==> src/include/qla_cfg.svh <==
`ifndef QLA_CFG_SVH
`define QLA_CFG_SVH

// ----------------------------------------------------------------------
// board geometry and bus widths
// ----------------------------------------------------------------------
`define QLA_NUM_AXES        4       // axes on the QLA
`define QLA_ADDR_W          16      // register address width
`define QLA_DATA_W          32      // register data width
`define QLA_CUR_W           16      // adc and dac current words
`define QLA_ID_W            4       // rotary switch width
`define QLA_DOUT_W          4       // digital outputs

// ----------------------------------------------------------------------
// address map
// ----------------------------------------------------------------------
// addr[15:12] space, addr[7:4] channel, addr[3:0] offset
`define QLA_ADDR_MAIN       4'h0    // main board space
`define QLA_CHAN_BOARD      4'h0    // channel 0 board registers
`define QLA_REG_STATUS      4'h0    // status and enables
`define QLA_REG_DIGIOUT     4'h6    // digital outputs
`define QLA_OFF_DAC_CTRL    4'h1    // dac command in axis channels 1..4

// ----------------------------------------------------------------------
// safety check
// ----------------------------------------------------------------------
`define QLA_CUR_MID         16'h8000    // zero current in offset binary
`define QLA_SAFETY_MARGIN   16'h0200    // slack on top of 2x command
`define QLA_SAFETY_COUNT    8           // over-limit cycles before trip
`define QLA_SAFETY_CNT_W    4           // counter width, holds COUNT-1

`endif

==> src/design/qla_pkg.sv <==
`default_nettype none

`include "qla_cfg.svh"

package qla_pkg;

    // ------------------------------------------------------------------
    // register bus words
    // ------------------------------------------------------------------
    typedef logic [`QLA_ADDR_W-1:0] reg_addr_t;    // space|unused|chan|offset
    typedef logic [`QLA_DATA_W-1:0] reg_data_t;    // quadlet

    // ------------------------------------------------------------------
    // per-axis values
    // ------------------------------------------------------------------
    // offset binary, midscale is zero current
    typedef logic [`QLA_CUR_W-1:0] cur_t;

    // bit i is axis i+1
    typedef logic [`QLA_NUM_AXES-1:0] axis_mask_t;

    // rotary switch value after inversion
    typedef logic [`QLA_ID_W-1:0] board_id_t;

    // overcurrent detector
    typedef enum logic [1:0] {
        TRIP_IDLE,          // within limit
        TRIP_COUNTING,      // over limit, not yet long enough
        TRIP_LATCHED        // amp held off until cleared
    } trip_state_t;

endpackage

`default_nettype wire

==> src/design/board_regs.sv <==
`default_nettype none

`include "qla_cfg.svh"

module board_regs (
    input  wire                             sysclk,
    input  wire                             reset,
    input  qla_pkg::reg_addr_t              reg_raddr,
    input  qla_pkg::reg_addr_t              reg_waddr,
    input  qla_pkg::reg_data_t              reg_wdata,
    input  wire                             reg_wen,
    input  qla_pkg::board_id_t              wenid,                  // active low switch
    input  qla_pkg::axis_mask_t             safety_amp_disable,
    output qla_pkg::reg_data_t              reg_rdata,              // combinational
    output qla_pkg::axis_mask_t             amp_enable_reg,
    output logic                            pwr_enable,
    output logic [`QLA_DOUT_W-1:0]          dout,
    output logic                            pwr_enable_cmd,         // one cycle
    output qla_pkg::axis_mask_t             amp_enable_cmd          // one cycle per axis
);

    // status register layout
    localparam int PWR_MASK_BIT = 19;       // write 1 to change power
    localparam int PWR_VAL_BIT  = 18;       // new power value
    localparam int AMP_MASK_LSB = 8;        // per-axis write mask, read as disables
    localparam int ID_LSB       = 24;       // board id field

    qla_pkg::board_id_t   board_id;
    qla_pkg::axis_mask_t  amp_mask;         // axes selected by this write
    qla_pkg::axis_mask_t  amp_val;
    logic                 wr_chan0;
    logic                 wen_status;
    logic                 wen_dout;

    assign board_id = ~wenid;

    // ------------------------------------------------------------------
    // write decode
    // ------------------------------------------------------------------
    assign wr_chan0   = reg_wen && (reg_waddr[15:12] == `QLA_ADDR_MAIN)
                        && (reg_waddr[7:4] == `QLA_CHAN_BOARD);
    assign wen_status = wr_chan0 && (reg_waddr[3:0] == `QLA_REG_STATUS);
    assign wen_dout   = wr_chan0 && (reg_waddr[3:0] == `QLA_REG_DIGIOUT);

    assign amp_mask = reg_wdata[AMP_MASK_LSB +: `QLA_NUM_AXES];
    assign amp_val  = reg_wdata[0 +: `QLA_NUM_AXES];

    // power and axis enables with masked writes
    always_ff @(posedge sysclk) begin
        if (reset) begin
            pwr_enable     <= 1'b0;
            amp_enable_reg <= '0;
        end else if (wen_status) begin
            if (reg_wdata[PWR_MASK_BIT]) begin
                pwr_enable <= reg_wdata[PWR_VAL_BIT];
            end
            // unselected axes keep their enable
            amp_enable_reg <= (amp_enable_reg & ~amp_mask) | (amp_val & amp_mask);
        end
    end

    // clear pulses for the safety checks one cycle after the write
    always_ff @(posedge sysclk) begin
        if (reset) begin
            pwr_enable_cmd <= 1'b0;
            amp_enable_cmd <= '0;
        end else begin
            pwr_enable_cmd <= wen_status && reg_wdata[PWR_MASK_BIT] && reg_wdata[PWR_VAL_BIT];
            amp_enable_cmd <= wen_status ? (amp_mask & amp_val) : '0;
        end
    end

    // digital outputs
    always_ff @(posedge sysclk) begin
        if (reset) begin
            dout <= '0;
        end else if (wen_dout) begin
            dout <= reg_wdata[`QLA_DOUT_W-1:0];
        end
    end

    // ------------------------------------------------------------------
    // readback of an address already matched to channel 0
    // ------------------------------------------------------------------
    always_comb begin
        reg_rdata = '0;
        case (reg_raddr[3:0])
            `QLA_REG_STATUS: begin
                reg_rdata[ID_LSB +: `QLA_ID_W]            = board_id;
                reg_rdata[PWR_MASK_BIT]                   = pwr_enable;
                reg_rdata[AMP_MASK_LSB +: `QLA_NUM_AXES]  = safety_amp_disable;
                reg_rdata[0 +: `QLA_NUM_AXES]             = amp_enable_reg;
            end
            `QLA_REG_DIGIOUT: begin
                reg_rdata[`QLA_DOUT_W-1:0] = dout;
            end
            default: begin
                reg_rdata = '0;     // unmapped offset
            end
        endcase
    end

    // a clear pulse only reports an enable that is now set
    a_cmd_pulse: assert property (@(posedge sysclk) disable iff (reset)
        (!pwr_enable_cmd || pwr_enable) && ((amp_enable_cmd & ~amp_enable_reg) == '0));

endmodule

`default_nettype wire

==> src/design/dac_cmd_regs.sv <==
`default_nettype none

`include "qla_cfg.svh"

module dac_cmd_regs (
    input  wire                                   sysclk,
    input  wire                                   reset,
    input  qla_pkg::reg_addr_t                    reg_raddr,
    input  qla_pkg::reg_addr_t                    reg_waddr,
    input  qla_pkg::reg_data_t                    reg_wdata,
    input  wire                                   reg_wen,
    output qla_pkg::reg_data_t                    reg_rdata,      // combinational
    output qla_pkg::cur_t [`QLA_NUM_AXES-1:0]     cur_cmd
);

    logic [3:0] wchan;      // write channel field
    logic [3:0] rchan;      // read channel field
    logic       wr_dac;     // dac offset write in main space
    logic       rd_dac;

    assign wchan = reg_waddr[7:4];
    assign rchan = reg_raddr[7:4];

    // ------------------------------------------------------------------
    // write decode, channel selects the axis
    // ------------------------------------------------------------------
    assign wr_dac = reg_wen && (reg_waddr[15:12] == `QLA_ADDR_MAIN)
                    && (reg_waddr[3:0] == `QLA_OFF_DAC_CTRL);

    always_ff @(posedge sysclk) begin
        if (reset) begin
            for (int i = 0; i < `QLA_NUM_AXES; i++) begin
                cur_cmd[i] <= `QLA_CUR_MID;     // zero current
            end
        end else begin
            for (int i = 0; i < `QLA_NUM_AXES; i++) begin
                // axis i lives in channel i+1
                if (wr_dac && (wchan == 4'(i + 1))) begin
                    cur_cmd[i] <= reg_wdata[`QLA_CUR_W-1:0];
                end
            end
        end
    end

    // ------------------------------------------------------------------
    // readback
    // ------------------------------------------------------------------
    assign rd_dac = (reg_raddr[3:0] == `QLA_OFF_DAC_CTRL);

    always_comb begin
        reg_rdata = '0;
        for (int i = 0; i < `QLA_NUM_AXES; i++) begin
            if (rd_dac && (rchan == 4'(i + 1))) begin
                reg_rdata = qla_pkg::reg_data_t'(cur_cmd[i]);     // zero extend
            end
        end
    end

    // board channel writes never touch the commands
    a_no_chan0: assert property (@(posedge sysclk) disable iff (reset)
        (reg_wen && (wchan == `QLA_CHAN_BOARD)) |=> $stable(cur_cmd));

endmodule

`default_nettype wire

==> src/design/safety_check.sv <==
`default_nettype none

`include "qla_cfg.svh"

module safety_check (
    input  wire             sysclk,
    input  wire             reset,
    input  qla_pkg::cur_t   cur_in,         // measured, offset binary
    input  qla_pkg::cur_t   dac_in,         // commanded, offset binary
    input  wire             clear_disable,  // enable write pulse
    output logic            amp_disable
);

    localparam int CNT_W = `QLA_SAFETY_CNT_W;
    // count value on the last over-limit cycle before the trip
    localparam logic [CNT_W-1:0] CNT_LAST = CNT_W'(`QLA_SAFETY_COUNT - 1);

    qla_pkg::cur_t          cur_mag;        // |feedback|
    qla_pkg::cur_t          dac_mag;        // |command|
    logic [`QLA_CUR_W+1:0]  limit;          // 2x command plus margin without overflow
    logic                   over_limit;

    qla_pkg::trip_state_t   state;
    logic [CNT_W-1:0]       count;          // consecutive over-limit cycles

    // ------------------------------------------------------------------
    // magnitudes around midscale
    // ------------------------------------------------------------------
    always_comb begin
        if (cur_in >= `QLA_CUR_MID) begin
            cur_mag = cur_in - `QLA_CUR_MID;
        end else begin
            cur_mag = `QLA_CUR_MID - cur_in;
        end
        if (dac_in >= `QLA_CUR_MID) begin
            dac_mag = dac_in - `QLA_CUR_MID;
        end else begin
            dac_mag = `QLA_CUR_MID - dac_in;
        end
    end

    assign limit      = {1'b0, dac_mag, 1'b0} + {2'b00, `QLA_SAFETY_MARGIN};
    assign over_limit = {2'b00, cur_mag} > limit;

    // ------------------------------------------------------------------
    // trip FSM
    // ------------------------------------------------------------------
    always_ff @(posedge sysclk) begin
        if (reset || clear_disable) begin
            state       <= qla_pkg::TRIP_IDLE;
            count       <= '0;
            amp_disable <= 1'b0;
        end else begin
            case (state)
                qla_pkg::TRIP_IDLE,
                qla_pkg::TRIP_COUNTING: begin
                    if (!over_limit) begin
                        state <= qla_pkg::TRIP_IDLE;     // streak broken
                        count <= '0;
                    end else if (count == CNT_LAST) begin
                        state       <= qla_pkg::TRIP_LATCHED;
                        amp_disable <= 1'b1;
                    end else begin
                        state <= qla_pkg::TRIP_COUNTING;
                        count <= count + 1'b1;
                    end
                end
                qla_pkg::TRIP_LATCHED: begin
                    amp_disable <= 1'b1;    // hold until cleared
                end
                default: begin
                    state       <= qla_pkg::TRIP_IDLE;
                    count       <= '0;
                    amp_disable <= 1'b0;
                end
            endcase
        end
    end

    // disable flop tracks the latched state
    a_latched: assert property (@(posedge sysclk) disable iff (reset)
        amp_disable == (state == qla_pkg::TRIP_LATCHED));

    // a trip ends a full streak of over-limit cycles
    a_trip_cause: assert property (@(posedge sysclk) disable iff (reset)
        $rose(amp_disable) |-> ($past(over_limit) && $past(over_limit, `QLA_SAFETY_COUNT)));

endmodule

`default_nettype wire

==> src/design/qla_board_top.sv <==
`default_nettype none

`include "qla_cfg.svh"

module qla_board_top (
    input  wire                                   sysclk,
    input  wire                                   reset,
    input  qla_pkg::board_id_t                    wenid,      // rotary switch, active low

    // firewire host port
    input  qla_pkg::reg_addr_t                    fw_reg_raddr,
    input  qla_pkg::reg_addr_t                    fw_reg_waddr,
    input  qla_pkg::reg_data_t                    fw_reg_wdata,
    input  wire                                   fw_reg_wen,

    // ethernet host port
    input  qla_pkg::reg_addr_t                    eth_reg_raddr,
    input  wire                                   eth_read_en,
    input  qla_pkg::reg_addr_t                    eth_reg_waddr,
    input  qla_pkg::reg_data_t                    eth_reg_wdata,
    input  wire                                   eth_reg_wen,

    // measured motor current per axis
    input  qla_pkg::cur_t [`QLA_NUM_AXES-1:0]     cur_fb,

    output qla_pkg::reg_data_t                    reg_rdata,
    output qla_pkg::axis_mask_t                   amp_enable,
    output logic                                  pwr_enable,
    output logic [`QLA_DOUT_W-1:0]                dout,
    output qla_pkg::cur_t [`QLA_NUM_AXES-1:0]     cur_cmd
);

    // ------------------------------------------------------------------
    // merged internal bus
    // ------------------------------------------------------------------
    qla_pkg::reg_addr_t   reg_raddr;
    qla_pkg::reg_addr_t   reg_waddr;
    qla_pkg::reg_data_t   reg_wdata;
    logic                 reg_wen;

    qla_pkg::reg_data_t   board_rdata;    // channel 0
    qla_pkg::reg_data_t   dac_rdata;      // axis channels
    qla_pkg::reg_data_t   rdata_mux;

    qla_pkg::axis_mask_t  amp_enable_reg;         // stored axis enables
    qla_pkg::axis_mask_t  safety_amp_disable;     // latched trips
    qla_pkg::axis_mask_t  amp_enable_cmd;         // axis enable write pulses
    logic                 pwr_enable_cmd;         // power on write pulse

    // ethernet owns the read address only while reading
    assign reg_raddr = eth_read_en ? eth_reg_raddr : fw_reg_raddr;
    // ethernet wins a same-cycle write
    assign reg_waddr = eth_reg_wen ? eth_reg_waddr : fw_reg_waddr;
    assign reg_wdata = eth_reg_wen ? eth_reg_wdata : fw_reg_wdata;
    assign reg_wen   = fw_reg_wen | eth_reg_wen;

    // read mux, other spaces are not built and read zero
    always_comb begin
        if (reg_raddr[15:12] != `QLA_ADDR_MAIN) begin
            rdata_mux = '0;
        end else if (reg_raddr[7:4] == `QLA_CHAN_BOARD) begin
            rdata_mux = board_rdata;
        end else begin
            rdata_mux = dac_rdata;      // zero for unmapped axis offsets
        end
    end

    // one cycle read latency
    always_ff @(posedge sysclk) begin
        if (reset) begin
            reg_rdata <= '0;
        end else begin
            reg_rdata <= rdata_mux;
        end
    end

    // power gates everything, a trip drops its own axis
    assign amp_enable = amp_enable_reg & {`QLA_NUM_AXES{pwr_enable}} & ~safety_amp_disable;

    // ------------------------------------------------------------------
    // register blocks
    // ------------------------------------------------------------------
    board_regs chan0 (
        .sysclk             (sysclk),
        .reset              (reset),
        .reg_raddr          (reg_raddr),
        .reg_waddr          (reg_waddr),
        .reg_wdata          (reg_wdata),
        .reg_wen            (reg_wen),
        .wenid              (wenid),
        .safety_amp_disable (safety_amp_disable),
        .reg_rdata          (board_rdata),
        .amp_enable_reg     (amp_enable_reg),
        .pwr_enable         (pwr_enable),
        .dout               (dout),
        .pwr_enable_cmd     (pwr_enable_cmd),
        .amp_enable_cmd     (amp_enable_cmd)
    );

    dac_cmd_regs dac (
        .sysclk     (sysclk),
        .reset      (reset),
        .reg_raddr  (reg_raddr),
        .reg_waddr  (reg_waddr),
        .reg_wdata  (reg_wdata),
        .reg_wen    (reg_wen),
        .reg_rdata  (dac_rdata),
        .cur_cmd    (cur_cmd)
    );

    // ------------------------------------------------------------------
    // overcurrent check per axis
    // ------------------------------------------------------------------
    for (genvar i = 0; i < `QLA_NUM_AXES; i++) begin : g_safe
        safety_check safe (
            .sysclk         (sysclk),
            .reset          (reset),
            .cur_in         (cur_fb[i]),
            .dac_in         (cur_cmd[i]),
            .clear_disable  (pwr_enable_cmd | amp_enable_cmd[i]),   // re-enable clears
            .amp_disable    (safety_amp_disable[i])
        );
    end

endmodule

`default_nettype wire

==> config.mk <==
export PLATFORM = sky130hd
export DESIGN_NAME = qla_board_top
export DESIGN_NICKNAME = d
export VERILOG_FILES = /design/src/design/qla_pkg.sv /design/src/design/board_regs.sv /design/src/design/dac_cmd_regs.sv /design/src/design/safety_check.sv /design/src/design/qla_board_top.sv
export VERILOG_INCLUDE_DIRS = /design/src /design/src/include
export SDC_FILE = /design/constraint.sdc
export NUM_CORES = 1
export LEC_CHECK = 0
export BUFFER_PORTS_ARGS = -buffer_cell sky130_fd_sc_hd__buf_4
export CAP_MARGIN = 20
export CORE_MARGIN = 2
export CORE_UTILIZATION = 40
export DETAILED_ROUTE_END_ITERATION = 8
export GPL_TIMING_DRIVEN = 0
export SYNTH_ARGS = -nofsm -noshare
export SYNTH_HDL_FRONTEND = slang
export SYNTH_SLANG_ARGS = --single-unit
==> constraint.sdc <==
create_clock -name sysclk -period 12.4 [get_ports sysclk]
set_clock_uncertainty 0.1 [all_clocks]
set_input_delay 1.86 -clock sysclk [delete_from_list [all_inputs] [get_ports sysclk]]
set_output_delay 1.86 -clock sysclk [all_outputs]
set_load 0.05 [all_outputs]
* After elaboration in Yosys (flattened, before gate mapping)
Cells that the tools add are included.
Operators by class: add/subtract/negate cells 24, order comparisons 12, eq/ne operators 36, mux-type cells 56, bitwise logic cells 18, reduce and logical (&&, ||, !) cells 46
Operators with widths (count):
- $mux 16 | 14
- $ge 16x16->1 const B | 8
- $sub 16x16->16 const A | 8
- $sub 16x16->16 const B | 8
- $add 17x10->18 const B | 4
- $gt 16x18->1 | 4
- $mux 4 | 10
- $pmux 4 s2 | 5
- $eq 4x3->1 const B | 8
- $mux 28 | 1
- $logic_not 4->1 | 5
- $mux 20 | 1
- $reduce_and 2->1 | 9
- $add 4x1->4 const B | 4
- $and 4x4->4 | 4
- $eq 4x1->1 const B | 4
- $eq 4x2->1 const B | 4
- $mux 2 | 8
- $ne 2x1->1 const B | 8
- $pmux 2 s2 | 4
- $logic_and 1x1->1 | 15
- $ne 3x3->1 const B | 4
- $not 4->4 | 3
- $reduce_or 2->1 | 6
- 12 further kinds | 43
Storage, ports and cells: register bits after elaboration 138, input port bits 201, output and inout bits 105, logic and storage cells 216

* Depth between registers and ports, before layout
Gate-level depths: netlist of the first run.
word-level depth 8, mapped depth 18, depth with buffers taken out 17

* Cells and area by module
Synthesis of the first run repeated with hierarchy kept, for this count alone.
Second synthesis, totals: cells, all modules 1515, area total of the unflattened synthesis 12318.1 um^2
By module, submodules not included:
- safety_check at g_safe[0].safe ... | instances 2, cells an instance 215, area each 1580.3 um^2, seq. area each 140.1 um^2
- dac_cmd_regs | instances 1, cells an instance 369, area each 3108.0 um^2, seq. area each 1281.2 um^2
- qla_board_top | instances 1, cells an instance 191, area each 1985.7 um^2, seq. area each 640.6 um^2
- safety_check at g_safe[1].safe | instances 1, cells an instance 214, area each 1581.5 um^2, seq. area each 140.1 um^2
- safety_check at g_safe[3].safe | instances 1, cells an instance 202, area each 1556.5 um^2, seq. area each 140.1 um^2
- board_regs | instances 1, cells an instance 109, area each 925.9 um^2, seq. area each 280.3 um^2

* Worst setup path after synthesis of the first run
No wires, ideal clock.
path type input to register, start input cur_fb[5] (netlist name), end register g_safe[0].safe.count[0], setup time 88 ps, arrival 5031 ps, data required time 12212 ps, setup slack 7181 ps, stages 15, path buffers 0, cells stage by stage nor3_1 -> nand2_1 -> nor4_1 -> nand2_1 -> nor2_1 -> a21oi_1 -> xor2_1 -> ha_1 -> nand4_1 -> or3_1 -> a21oi_1 -> a2111oi_0 -> nor4_1 -> a31oi_1 -> o31ai_1
Between the ends: longest elaborated chain between the ends 5, elaborated cells on any way between the ends 9, classes of those cells 2 x add/sub; 2 x order compare; 1 x eq/ne; 3 x mux; 1 x reduce/logical
RTL lines:
- from (decl) | RTL line qla_board_top.sv:24 | input qla_pkg::cur_t [`QLA_NUM_AXES-1:0] cur_fb,
- $sub 16x16->16 (no line) / $ge 16x16->1 (equally long branches)
- $mux 16 * | RTL line safety_check.sv:30 | if (cur_in >= `QLA_CUR_MID) begin
- $gt 16x18->1 * | RTL line safety_check.sv:43 | assign over_limit = {2'b00, cur_mag} > limit;
- $mux 4 / $ne 3x3->1 (equally long branches)
- $pmux 4 s2 / $reduce_and 2->1 (equally long branches)
- to (signal assigned) | RTL line safety_check.sv:65 | count <= count + 1'b1;
- to (decl) | RTL line safety_check.sv:24 | logic [CNT_W-1:0] count;
Mark *: on every way between the ends. The rest lies on a longest branch, timed or not. A chain may end at the register's enable or synchronous reset.

* Worst setup path in the final report of the first run
Ends and elaborated chain as after synthesis.

==> reports/metrics.cfg, run 1 <==
[clock_tree]
insertion_delay_ns=0.43
cts_resized=0
tritoncts=yes
hold_buffers=0
clk_transition_reported_paths_ns=0.06
cts_inserted_buffers=17
cts_root_buf=clkbuf_16
cts.sinks=127
cts_max_level=4
clock_path_buffers=2
cts_setup_buffers=0

[layout]
fin_nets=1880
drive_above_1_share=0.210
syn2layout_area_growth_pct=28.5
diodes=0
fin_cells=1946

[setup_path]
rr_startpoint=dac.cur_cmd[33]
worst_setup_path_end_kind=flip-flop
reg2reg_setup_slack_ns=8.10
arrival_ns=5.47
ff2ff_path_depth=18
critPathKind=primary input to flip-flop
worstReg2RegEnd=g_safe[2].safe.count[0]
crit_fanout=7
worst_ep_required_time_ns=12.64
cp-start-kind=primary input

[logic_synthesis]
yosysUniqueCellTypes=70
synth-async-reset-ratio=0
synth_area_leaders=dfxtp_1 (25%), ha_1 (9.2%), nor2_1 (7.2%)
yosysTopAreaCell=dfxtp_1
synth_edf_count=0
yosys_most_used_dff=dfxtp_1
syn-instance-count=1324
yosysTopAreaCellShare=0.247
yosysWarnings=0
synth_most_common_cell=nor2_1
synthTopCellsByCount=nor2_1 (198), dfxtp_1 (127), a21oi_1 (90), ha_1 (76), a211oi_1 (67)
synth_seq_cells=127
synth_area_per_cell_um2=7.78
syn_area_um2=10300
synth-seq-area-share=0.247

[timing]
slew_headroom=0.241
worstMarginPinSlew_ns=1.11
slew_viol_final=0
setup-tns-final_ns=0
max_freq_ghz=0.191
post-route-min-period_ns=5.23
rsz0062_at_grt=no
finalSetupViolations=0
period_share=0.421
hold_viol_final=0

[outcome]
outcome=finished, final reports clean

[min_path]
hold_depth=1
hold_path_end=g_safe[3].safe.amp_disable
hp-class=flip-flop to flip-flop
hold_start=g_safe[3].safe.state[0]

[grt]
antenna_found_initial=0
grt_pass1_vias=10197
grt-ovfl-total=0
track_usage=0.264
grt_pass1_wl_um=55500
grt_max_degree=17

[floorplan]
dieArea_um2=27000
pin_count=306
rows=58
die_h_um=164
die_w_um=164
core-area_um2=25300
start_util=0.408

[place]
finalWeightedCongestion=0.882
placedCellCount=1913
port_buffers=248
hpwl_um=29000

[power]
p_leak_uw=0.00529
p_int_uw=822
combPwrFrac=0.170
seqPwrFrac=0.371
powerDensity_nw_per_um2=85.1
peakVddDrop_uv=95.9
p_clk_frac=0.459
power_uw=1130
switchingPower_uw=303
p_sw_frac=0.270

[drt]
drtIter0Drc=1047
drcViolationCount=0
drt_wl_total_um=36000
vias=11017
drtPass1Iterations=6
drt.antenna.violating_nets=0
vias_per_cell=5.66
wl_per_cell_um=18.5

[run]
drv_cap=0

[cells by family (layout without fill, tap and decap cells)]
group           after synthesis  after routing  share of synthesized area
flops                       127            127                      0.247
fa+ha+maj                    76             76                     0.0924
compound gates              319            319                      0.211
buf+inv                     139            421                     0.0583
mux                          43             43                     0.0427
simple gates                499            499                      0.247
xor+xnor                    120            120                      0.102
other cells                   1             11                   0.000364
[state kept, by name (all words and copies together), names as in the netlist, named ones only]
signal / cells
dac.cur_cmd: 64
g_safe.safe.amp_disable: 4
chan0.pwr_enable: 1
g_safe.safe.count: 16
reg_rdata: 21
g_safe.safe.state: 8
chan0.pwr_enable_cmd: 1
chan0.dout: 4
chan0.amp_enable_cmd: 4
[power by group through the flow]
stage / Combinational, µW / Sequential (µW) / Clock [µW]
final: 191 / 418 / 516
after global routing: 214 / 418 / 538
after CTS: 191 / 418 / 519
after detailed placement: 190 / 426 / 0
after global placement: 186 / 426 / 0
after floorplan: 110 / 426 / 0
[critical path, stage by stage]
cell,delay (ns)
buf_4,0.12
nor3_1,0.32
nand2_1,0.14
nor4_1,0.36
nand2_1,0.10
nor2_1,0.16
a21oi_1,0.10
xor2_1,0.17
ha_1,0.32
nand4_1,0.12
or3_1,0.38
a21oi_1,0.21
a2111oi_0,0.09
nor4_1,0.40
clkbuf_2,0.26
a31oi_1,0.15
o31ai_1,0.21
[layer usage]
metal,vias to the layer above,wire [µm],global-route usage
met4,0,774,0.0652
met3,54,2870,0.0593
met2,439,16600,0.439
met5,-,0,0
li1,5392,-,-
met1,5132,15800,0.346
[layout by cell type, fill, tap and decap left out, types with 31 or more instances in the layout]
| cell type | synthesis | routed |
|---|---|---|
| buf_4 | 11 | 260 |
| nor2_1 | 198 | 198 |
| dfxtp_1 | 127 | 127 |
| a21oi_1 | 90 | 90 |
| ha_1 | 76 | 76 |
| a211oi_1 | 67 | 67 |
| xnor2_1 | 65 | 65 |
| nand2_1 | 61 | 61 |
| nor3_1 | 59 | 59 |
| clkbuf_1 | 57 | 58 |
| xor2_1 | 55 | 55 |
| inv_1 | 48 | 48 |
| mux2i_1 | 36 | 36 |
| a31oi_1 | 33 | 33 |
| a22oi_1 | 31 | 31 |
[stage by stage]
step | instance area [µm²] | utilization | setup WS [ns] | hold WS [ns]
after floorplan | 10300 | - | 7.18 | 0.336
after global placement | 12600 | 0.499 | 6.40 | 0.346
after detailed placement | 12600 | 0.500 | 6.36 | 0.365
after CTS | 13200 | 0.524 | 6.80 | 0.367
after global routing | 13200 | 0.524 | 6.96 | 0.390
final | 13200 | 0.524 | 7.17 | 0.356
[layout make-up]
class,instances,area (µm²)
clock inverter,13,165
inverter,48,180
timing repair buffer,250,1870
clock buffer,19,443
sequential,127,2540
multi-input combinational,1068,7190
fill,2486,12000
tap,330,413
buffer,91,420
[worst max-delay path by stage]
| stage | from | endpoint | cells after the start |
|---|---|---|---|
| CTS | cur_fb[5] | g_safe[0].safe.count[0] | 16 |
| global route | cur_fb[5] | g_safe[0].safe.count[0] | 17 |
| global placement | cur_fb[5] | g_safe[0].safe.count[0] | 16 |
| detailed placement | cur_fb[5] | g_safe[0].safe.count[0] | 16 |
| finish | cur_fb[5] | g_safe[0].safe.count[0] | 17 |
| floorplan | cur_fb[5] | g_safe[0].safe.count[0] | 15 |
(Power assumes the default switching activity.)
==> run 2, diff against run 1 <==
Settings changed: ABC_AREA set to 1, PLACE_DENSITY set to 0.67.
Clock period 12.4 ns to 4.5 ns, I/O delays scaled along.
==> run 2 against run 1 <==
First-iteration DRC count decreased by 23%. Largest cell class unchanged. Die area about the same. Final cell count increased by 14%. Critical endpoint is now g_safe[1].safe.count[0].
==> reports/metrics.cfg, run 2 <==
[outcome]
outcome=finished, final reports clean

[drt]
drt.antenna.violating_nets=0
vias=11459
drtPass1Iterations=6
drcViolationCount=0
wl_per_cell_um=15.6
drtIter0Drc=809
vias_per_cell=5.16
drt_wl_total_um=34700

[timing]
slew_headroom=0.586
finalSetupViolations=0
slew_viol_final=0
period_share=0.860
worstMarginPinSlew_ns=0.620
setup_ws_ns=0.632
max_freq_ghz=0.259
post-route-min-period_ns=3.87
worst_hold_slack_ns=0.296
hold_viol_final=0
rsz0062_at_grt=no
setup-tns-final_ns=0

[layout]
largest_register_ffs=64
seqCellArea_um2=2540
multi_input_area_um2=6700
diodes=0
reg_top3=dac.cur_cmd (64), reg_rdata (21), g_safe.safe.count (16)
final_common_cell=nand2_1
fin_nets=2156
regMostFlops=dac.cur_cmd
drive_above_1_share=0.180
syn2layout_area_growth_pct=28.5
finalInstanceArea_um2=13200
layout_common_cells=nand2_1 (366), buf_4 (257), inv_1 (211), nor2_1 (175)
fill_cells=2531
post-route-util=0.525

[logic_synthesis]
synth_most_common_cell=nand2_1
synth_area_leaders=dfxtp_1 (25%), nand2_1 (13%), ha_1 (9.2%)
syn-instance-count=1604
synthTopCellsByCount=nand2_1 (366), inv_1 (211), nor2_1 (175), dfxtp_1 (127), o21ai_0 (127)
syn_area_um2=10300
yosys_most_used_dff=dfxtp_1
synth_edf_count=0
synth-async-reset-ratio=0
yosysWarnings=0
synth-seq-area-share=0.247
yosysTopAreaCell=dfxtp_1
yosysUniqueCellTypes=53
yosysTopAreaCellShare=0.247
synth_area_per_cell_um2=6.41
synth_seq_cells=127

[place]
port_buffers=246
dp_worst_setup_slack_ns=0.649
hpwl_um=28600
finalWeightedCongestion=0.924
placed_cell_area_um2=12600

[power]
powerDensity_nw_per_um2=241
peakVddDrop_uv=280
p_leak_uw=0.00631

[setup_path]
path_cells=inv_1 -> ha_1 -> nand2_1 -> nor2_1 -> nand3_1 -> nand2_1 -> nand2_1 -> nand2_1 -> ha_1 -> nor3b_1 -> nand3_1 -> xor2_1 -> ha_1 -> nand2_1 -> inv_1 -> nand4_1 -> nor2_1 -> a21oi_1 -> nand2_1 -> nor2_1 -> o21ai_1 -> nor2_1
cp_slowest_cell=a21oi_1
worst_setup_path_end_kind=flip-flop
critPathKind=flip-flop to flip-flop
worst_ep_required_time_ns=4.76
cp-start-kind=flip-flop
critPathMaxStageDelay_ns=0.38
arrival_ns=4.13
critical_path.most_common_cell=nand2_1
crit_fanout=4
path_buf_inv=2
crit_family=simple AND/OR/NAND/NOR gates
reg2reg_setup_slack_ns=0.63

[grt]
grt-ovfl-total=0
grt_max_degree=17
antenna_found_initial=1
track_usage=0.251
grt_pass1_wl_um=53100
grt_pass1_vias=10450

[clock_tree]
cts_inserted_buffers=17
tritoncts=yes
cts_max_level=4
hold_buffers=0
clk_transition_reported_paths_ns=0.06
insertion_delay_ns=0.43
cts_resized=0
cts_setup_buffers=0
cts_root_buf=clkbuf_16
clock_path_buffers=2
cts.sinks=127

[floorplan]
pin_count=306
dieArea_um2=27000
die_h_um=164
die_w_um=164
start_util=0.409
core-area_um2=25200
rows=58

[min_path]
hp-class=primary input to flip-flop

[run]
drv_cap=0

-- run 2: layout make-up --
| cell class | count | area share |
|---|---|---|
| Tap cell | 330 | 0.0312 |
| Sequential cell | 127 | 0.192 |
| Buffer | 54 | 0.0210 |
| Clock buffer | 18 | 0.0332 |
| Multi-Input combinational cell | 1218 | 0.507 |
| Timing Repair Buffer | 246 | 0.140 |
| Inverter | 215 | 0.0611 |
| Clock inverter | 14 | 0.0145 |
-- run 2: cell families after synthesis --
family | Yosys count | synth area share
xor gates and xnor gates | 101 | 0.0882
muxes | 8 | 0.00778
other | 1 | 0.000365
buffers and inverters | 269 | 0.105
adders and majority gates | 76 | 0.0924
DFF | 127 | 0.247
and+or+nand+nor | 726 | 0.299
AOI/OAI and AO/OA | 296 | 0.160
-- run 2: report_power, final --
| group | total, µW | switching (µW) | leakage, µW | internal [µW] |
|---|---|---|---|---|
| registers | 1150 | 12.1 | 0.00103 | 1140 |
| logic | 568 | 324 | 0.00499 | 244 |
| clock network | 1470 | 526 | 0.000298 | 939 |
| total | 3190 | 862 | 0.00631 | 2320 |
-- run 2: worst reg2reg max path: stages (launching register included) --
cell and delay (ns):
dfxtp_1 0.34, inv_1 0.16, ha_1 0.19, nand2_1 0.10, nor2_1 0.23, nand3_1 0.13, nand2_1 0.08, nand2_1 0.04
nand2_1 0.10, ha_1 0.19, nor3b_1 0.29, nand3_1 0.14, xor2_1 0.18, ha_1 0.30, nand2_1 0.07, inv_1 0.05
nand4_1 0.08, nor2_1 0.05, a21oi_1 0.38, nand2_1 0.21, nor2_1 0.19, o21ai_1 0.08, nor2_1 0.11
-- run 2: stage by stage --
stage / cells / total power (µW)
after floorplan: 1614 / 1520
after global placement: 2190 / 1720
after detailed placement: 2190 / 1740
after CTS: 2222 / 3190
after global routing: 2222 / 3310
final: 2222 / 3190
-- run 2: worst paths after layout --
path | start | to | depth (start not counted)
setup / recovery | dac.cur_cmd[16] | g_safe[1].safe.count[0] | 22
hold / removal | wenid[1] | reg_rdata[25] | 2
hold reg to reg | chan0.amp_enable_cmd[0] | g_safe[0].safe.state[0] | 1
setup reg to reg | dac.cur_cmd[16] | g_safe[1].safe.count[0] | 22
-- run 2: metal layers --
layer | global-route usage | up-vias | routed length [µm]
li1 | - | 5769 | -
met1 | 0.322 | 5150 | 14800
met2 | 0.423 | 469 | 16100
met3 | 0.0417 | 71 | 2600
met4 | 0.0937 | 0 | 1110
met5 | 0 | - | 0
==> run 3, diff against run 2 <==
Settings changed: ABC_AREA 1 to not set.
==> run 3 against run 2 <==
Worst setup slack worse by 0.32 ns. Critical path depth fell by 5. Flip-flop and latch count is the same. Global-route usage is 0.59 points higher. Combinational power down 5.8%. Sequential share of layout area down 0.13 points. Hold slack lost 0.0076 ns. Design area increased by 0.66%. Final cell count down 12%. Clock-buffer cell count shrank 1. Maximum frequency decreased by 7.7%. Critical path type unchanged. Critical endpoint is now g_safe[2].safe.count[0].
==> reports/metrics.cfg, run 3 (same netlist as run 1, synthesis figures left out) <==
[outcome]
outcome=finished, final reports clean

[layout]
fin_cells=1948
final_common_cell=buf_4
regMostFlops=dac.cur_cmd
layout_common_cells=buf_4 (262), nor2_1 (198), dfxtp_1 (127), a21oi_1 (90), ha_1 (76)
reg_top3=dac.cur_cmd (64), reg_rdata (21), g_safe.safe.count (16)
diodes=0
fin_nets=1882
syn2layout_area_growth_pct=29.2
drive_above_1_share=0.214
finalInstanceArea_um2=13300
largest_register_ffs=64

[grt]
antenna_found_initial=0
grt_pass1_vias=10142
grt-ovfl-total=0
grt_pass1_wl_um=54400
grt_max_degree=17
track_usage=0.257

[drt]
drt.antenna.violating_nets=0
vias=10979
drtIter0Drc=847
drtPass1Iterations=5
wl_per_cell_um=18.2
drcViolationCount=0
vias_per_cell=5.64
drt_wl_total_um=35400

[clock_tree]
cts.sinks=127
cts_root_buf=clkbuf_16
tritoncts=yes
cts_inserted_buffers=17
cts_max_level=4
insertion_delay_ns=0.43
hold_buffers=0
clk_transition_reported_paths_ns=0.06
clock_path_buffers=2

[floorplan]
die_h_um=164
pin_count=306
core-area_um2=25300
rows=58
dieArea_um2=27000
start_util=0.408
die_w_um=164

[setup_path]
worst_ep_required_time_ns=4.77
cp-start-kind=flip-flop
arrival_ns=4.46
crit_fanout=10
critPathKind=flip-flop to flip-flop
worst_setup_path_end_kind=flip-flop

[place]
finalWeightedCongestion=0.883
placedCellCount=1912
port_buffers=248
placed_cell_area_um2=12600
hpwl_um=28300

[run]
drv_cap=0

[power]
peakVddDrop_uv=240
powerDensity_nw_per_um2=238
p_leak_uw=0.00532

[timing]
slew_viol_final=0
hold_viol_final=0
max_freq_ghz=0.239
slew_headroom=0.293
period_share=0.931
worstMarginPinSlew_ns=1.03
finalSetupViolations=0
post-route-min-period_ns=4.19

[min_path]
hp-class=primary input to flip-flop

## run 3: layout make-up
class                   count  area (µm²)
clock buffers              17         425
well taps                 330         413
plain buffers              91         422
clock inverters            15         208
fillers                  2386       12000
flip-flops and latches    127        2540
inverters                  48         180
repair buffers            252        1890
multi-input cells        1068        7220
## run 3: worst max-delay path, cell delays in order, from the launching register on
cell and delay, ns:
dfxtp_1 0.59, inv_1 0.09, ha_1 0.25, clkbuf_1 0.22
nor4b_1 0.30, nand4_1 0.13, a211o_1 0.35, and2_1 0.18
nor2_1 0.11, xor2_1 0.16, ha_1 0.27, nand4_1 0.08
nor2_1 0.08, nand4_1 0.17, nand2_1 0.10, or4_1 0.47
o21ai_1 0.27, mux2_2 0.20
## run 3: routing by layer
metal | routed length [µm] | GRT usage
met1 | 15500 | 0.344
met2 | 16400 | 0.426
met3 | 2510 | 0.0432
met4 | 946 | 0.0719
met5 | 0 | 0
## run 3: power by group
| group | total (µW) | switching (µW) | internal (µW) |
|---|---|---|---|
| registers | 1150 | 11.7 | 1140 |
| logic | 535 | 289 | 245 |
| clock network | 1480 | 546 | 935 |
## run 3: final timing paths
path	startpoint	end	slack (ns)	cells past startpoint
setup / recovery	dac.cur_cmd[32]	g_safe[2].safe.count[0]	0.31	17
hold / removal	wenid[2]	reg_rdata[26]	0.29	2
setup reg to reg	dac.cur_cmd[32]	g_safe[2].safe.count[0]	0.31	17
hold reg to reg	g_safe[3].safe.state[0]	g_safe[3].safe.amp_disable	0.35	1
## run 3: metrics by stage
| stage | hold slack (ns) | power [µW] | setup slack, ns | TNS, ns | utilization |
|---|---|---|---|---|---|
| floorplan | 0.336 | 1480 | 0.272 | 0 | - |
| global placement | 0.351 | 1680 | -0.248 | -0.657 | 0.499 |
| detailed placement | 0.350 | 1690 | -0.461 | -1.96 | 0.499 |
| CTS | 0.281 | 3160 | 0.0415 | 0 | 0.525 |
| global route | 0.286 | 3290 | -0.0378 | -0.0566 | 0.527 |
| finish | 0.289 | 3170 | 0.310 | 0 | 0.527 |
## run 3: timing repair
| item | CTS | global route |
|---|---|---|
| hold endpoints to repair | 0 | 0 |
| resized for setup | 1 | 7 |
| setup endpoints to repair | 6 | 22 |
| cloned | 0 | 0 |
| pin swaps | 0 | 2 |
| buffers inserted | 0 | 3 |
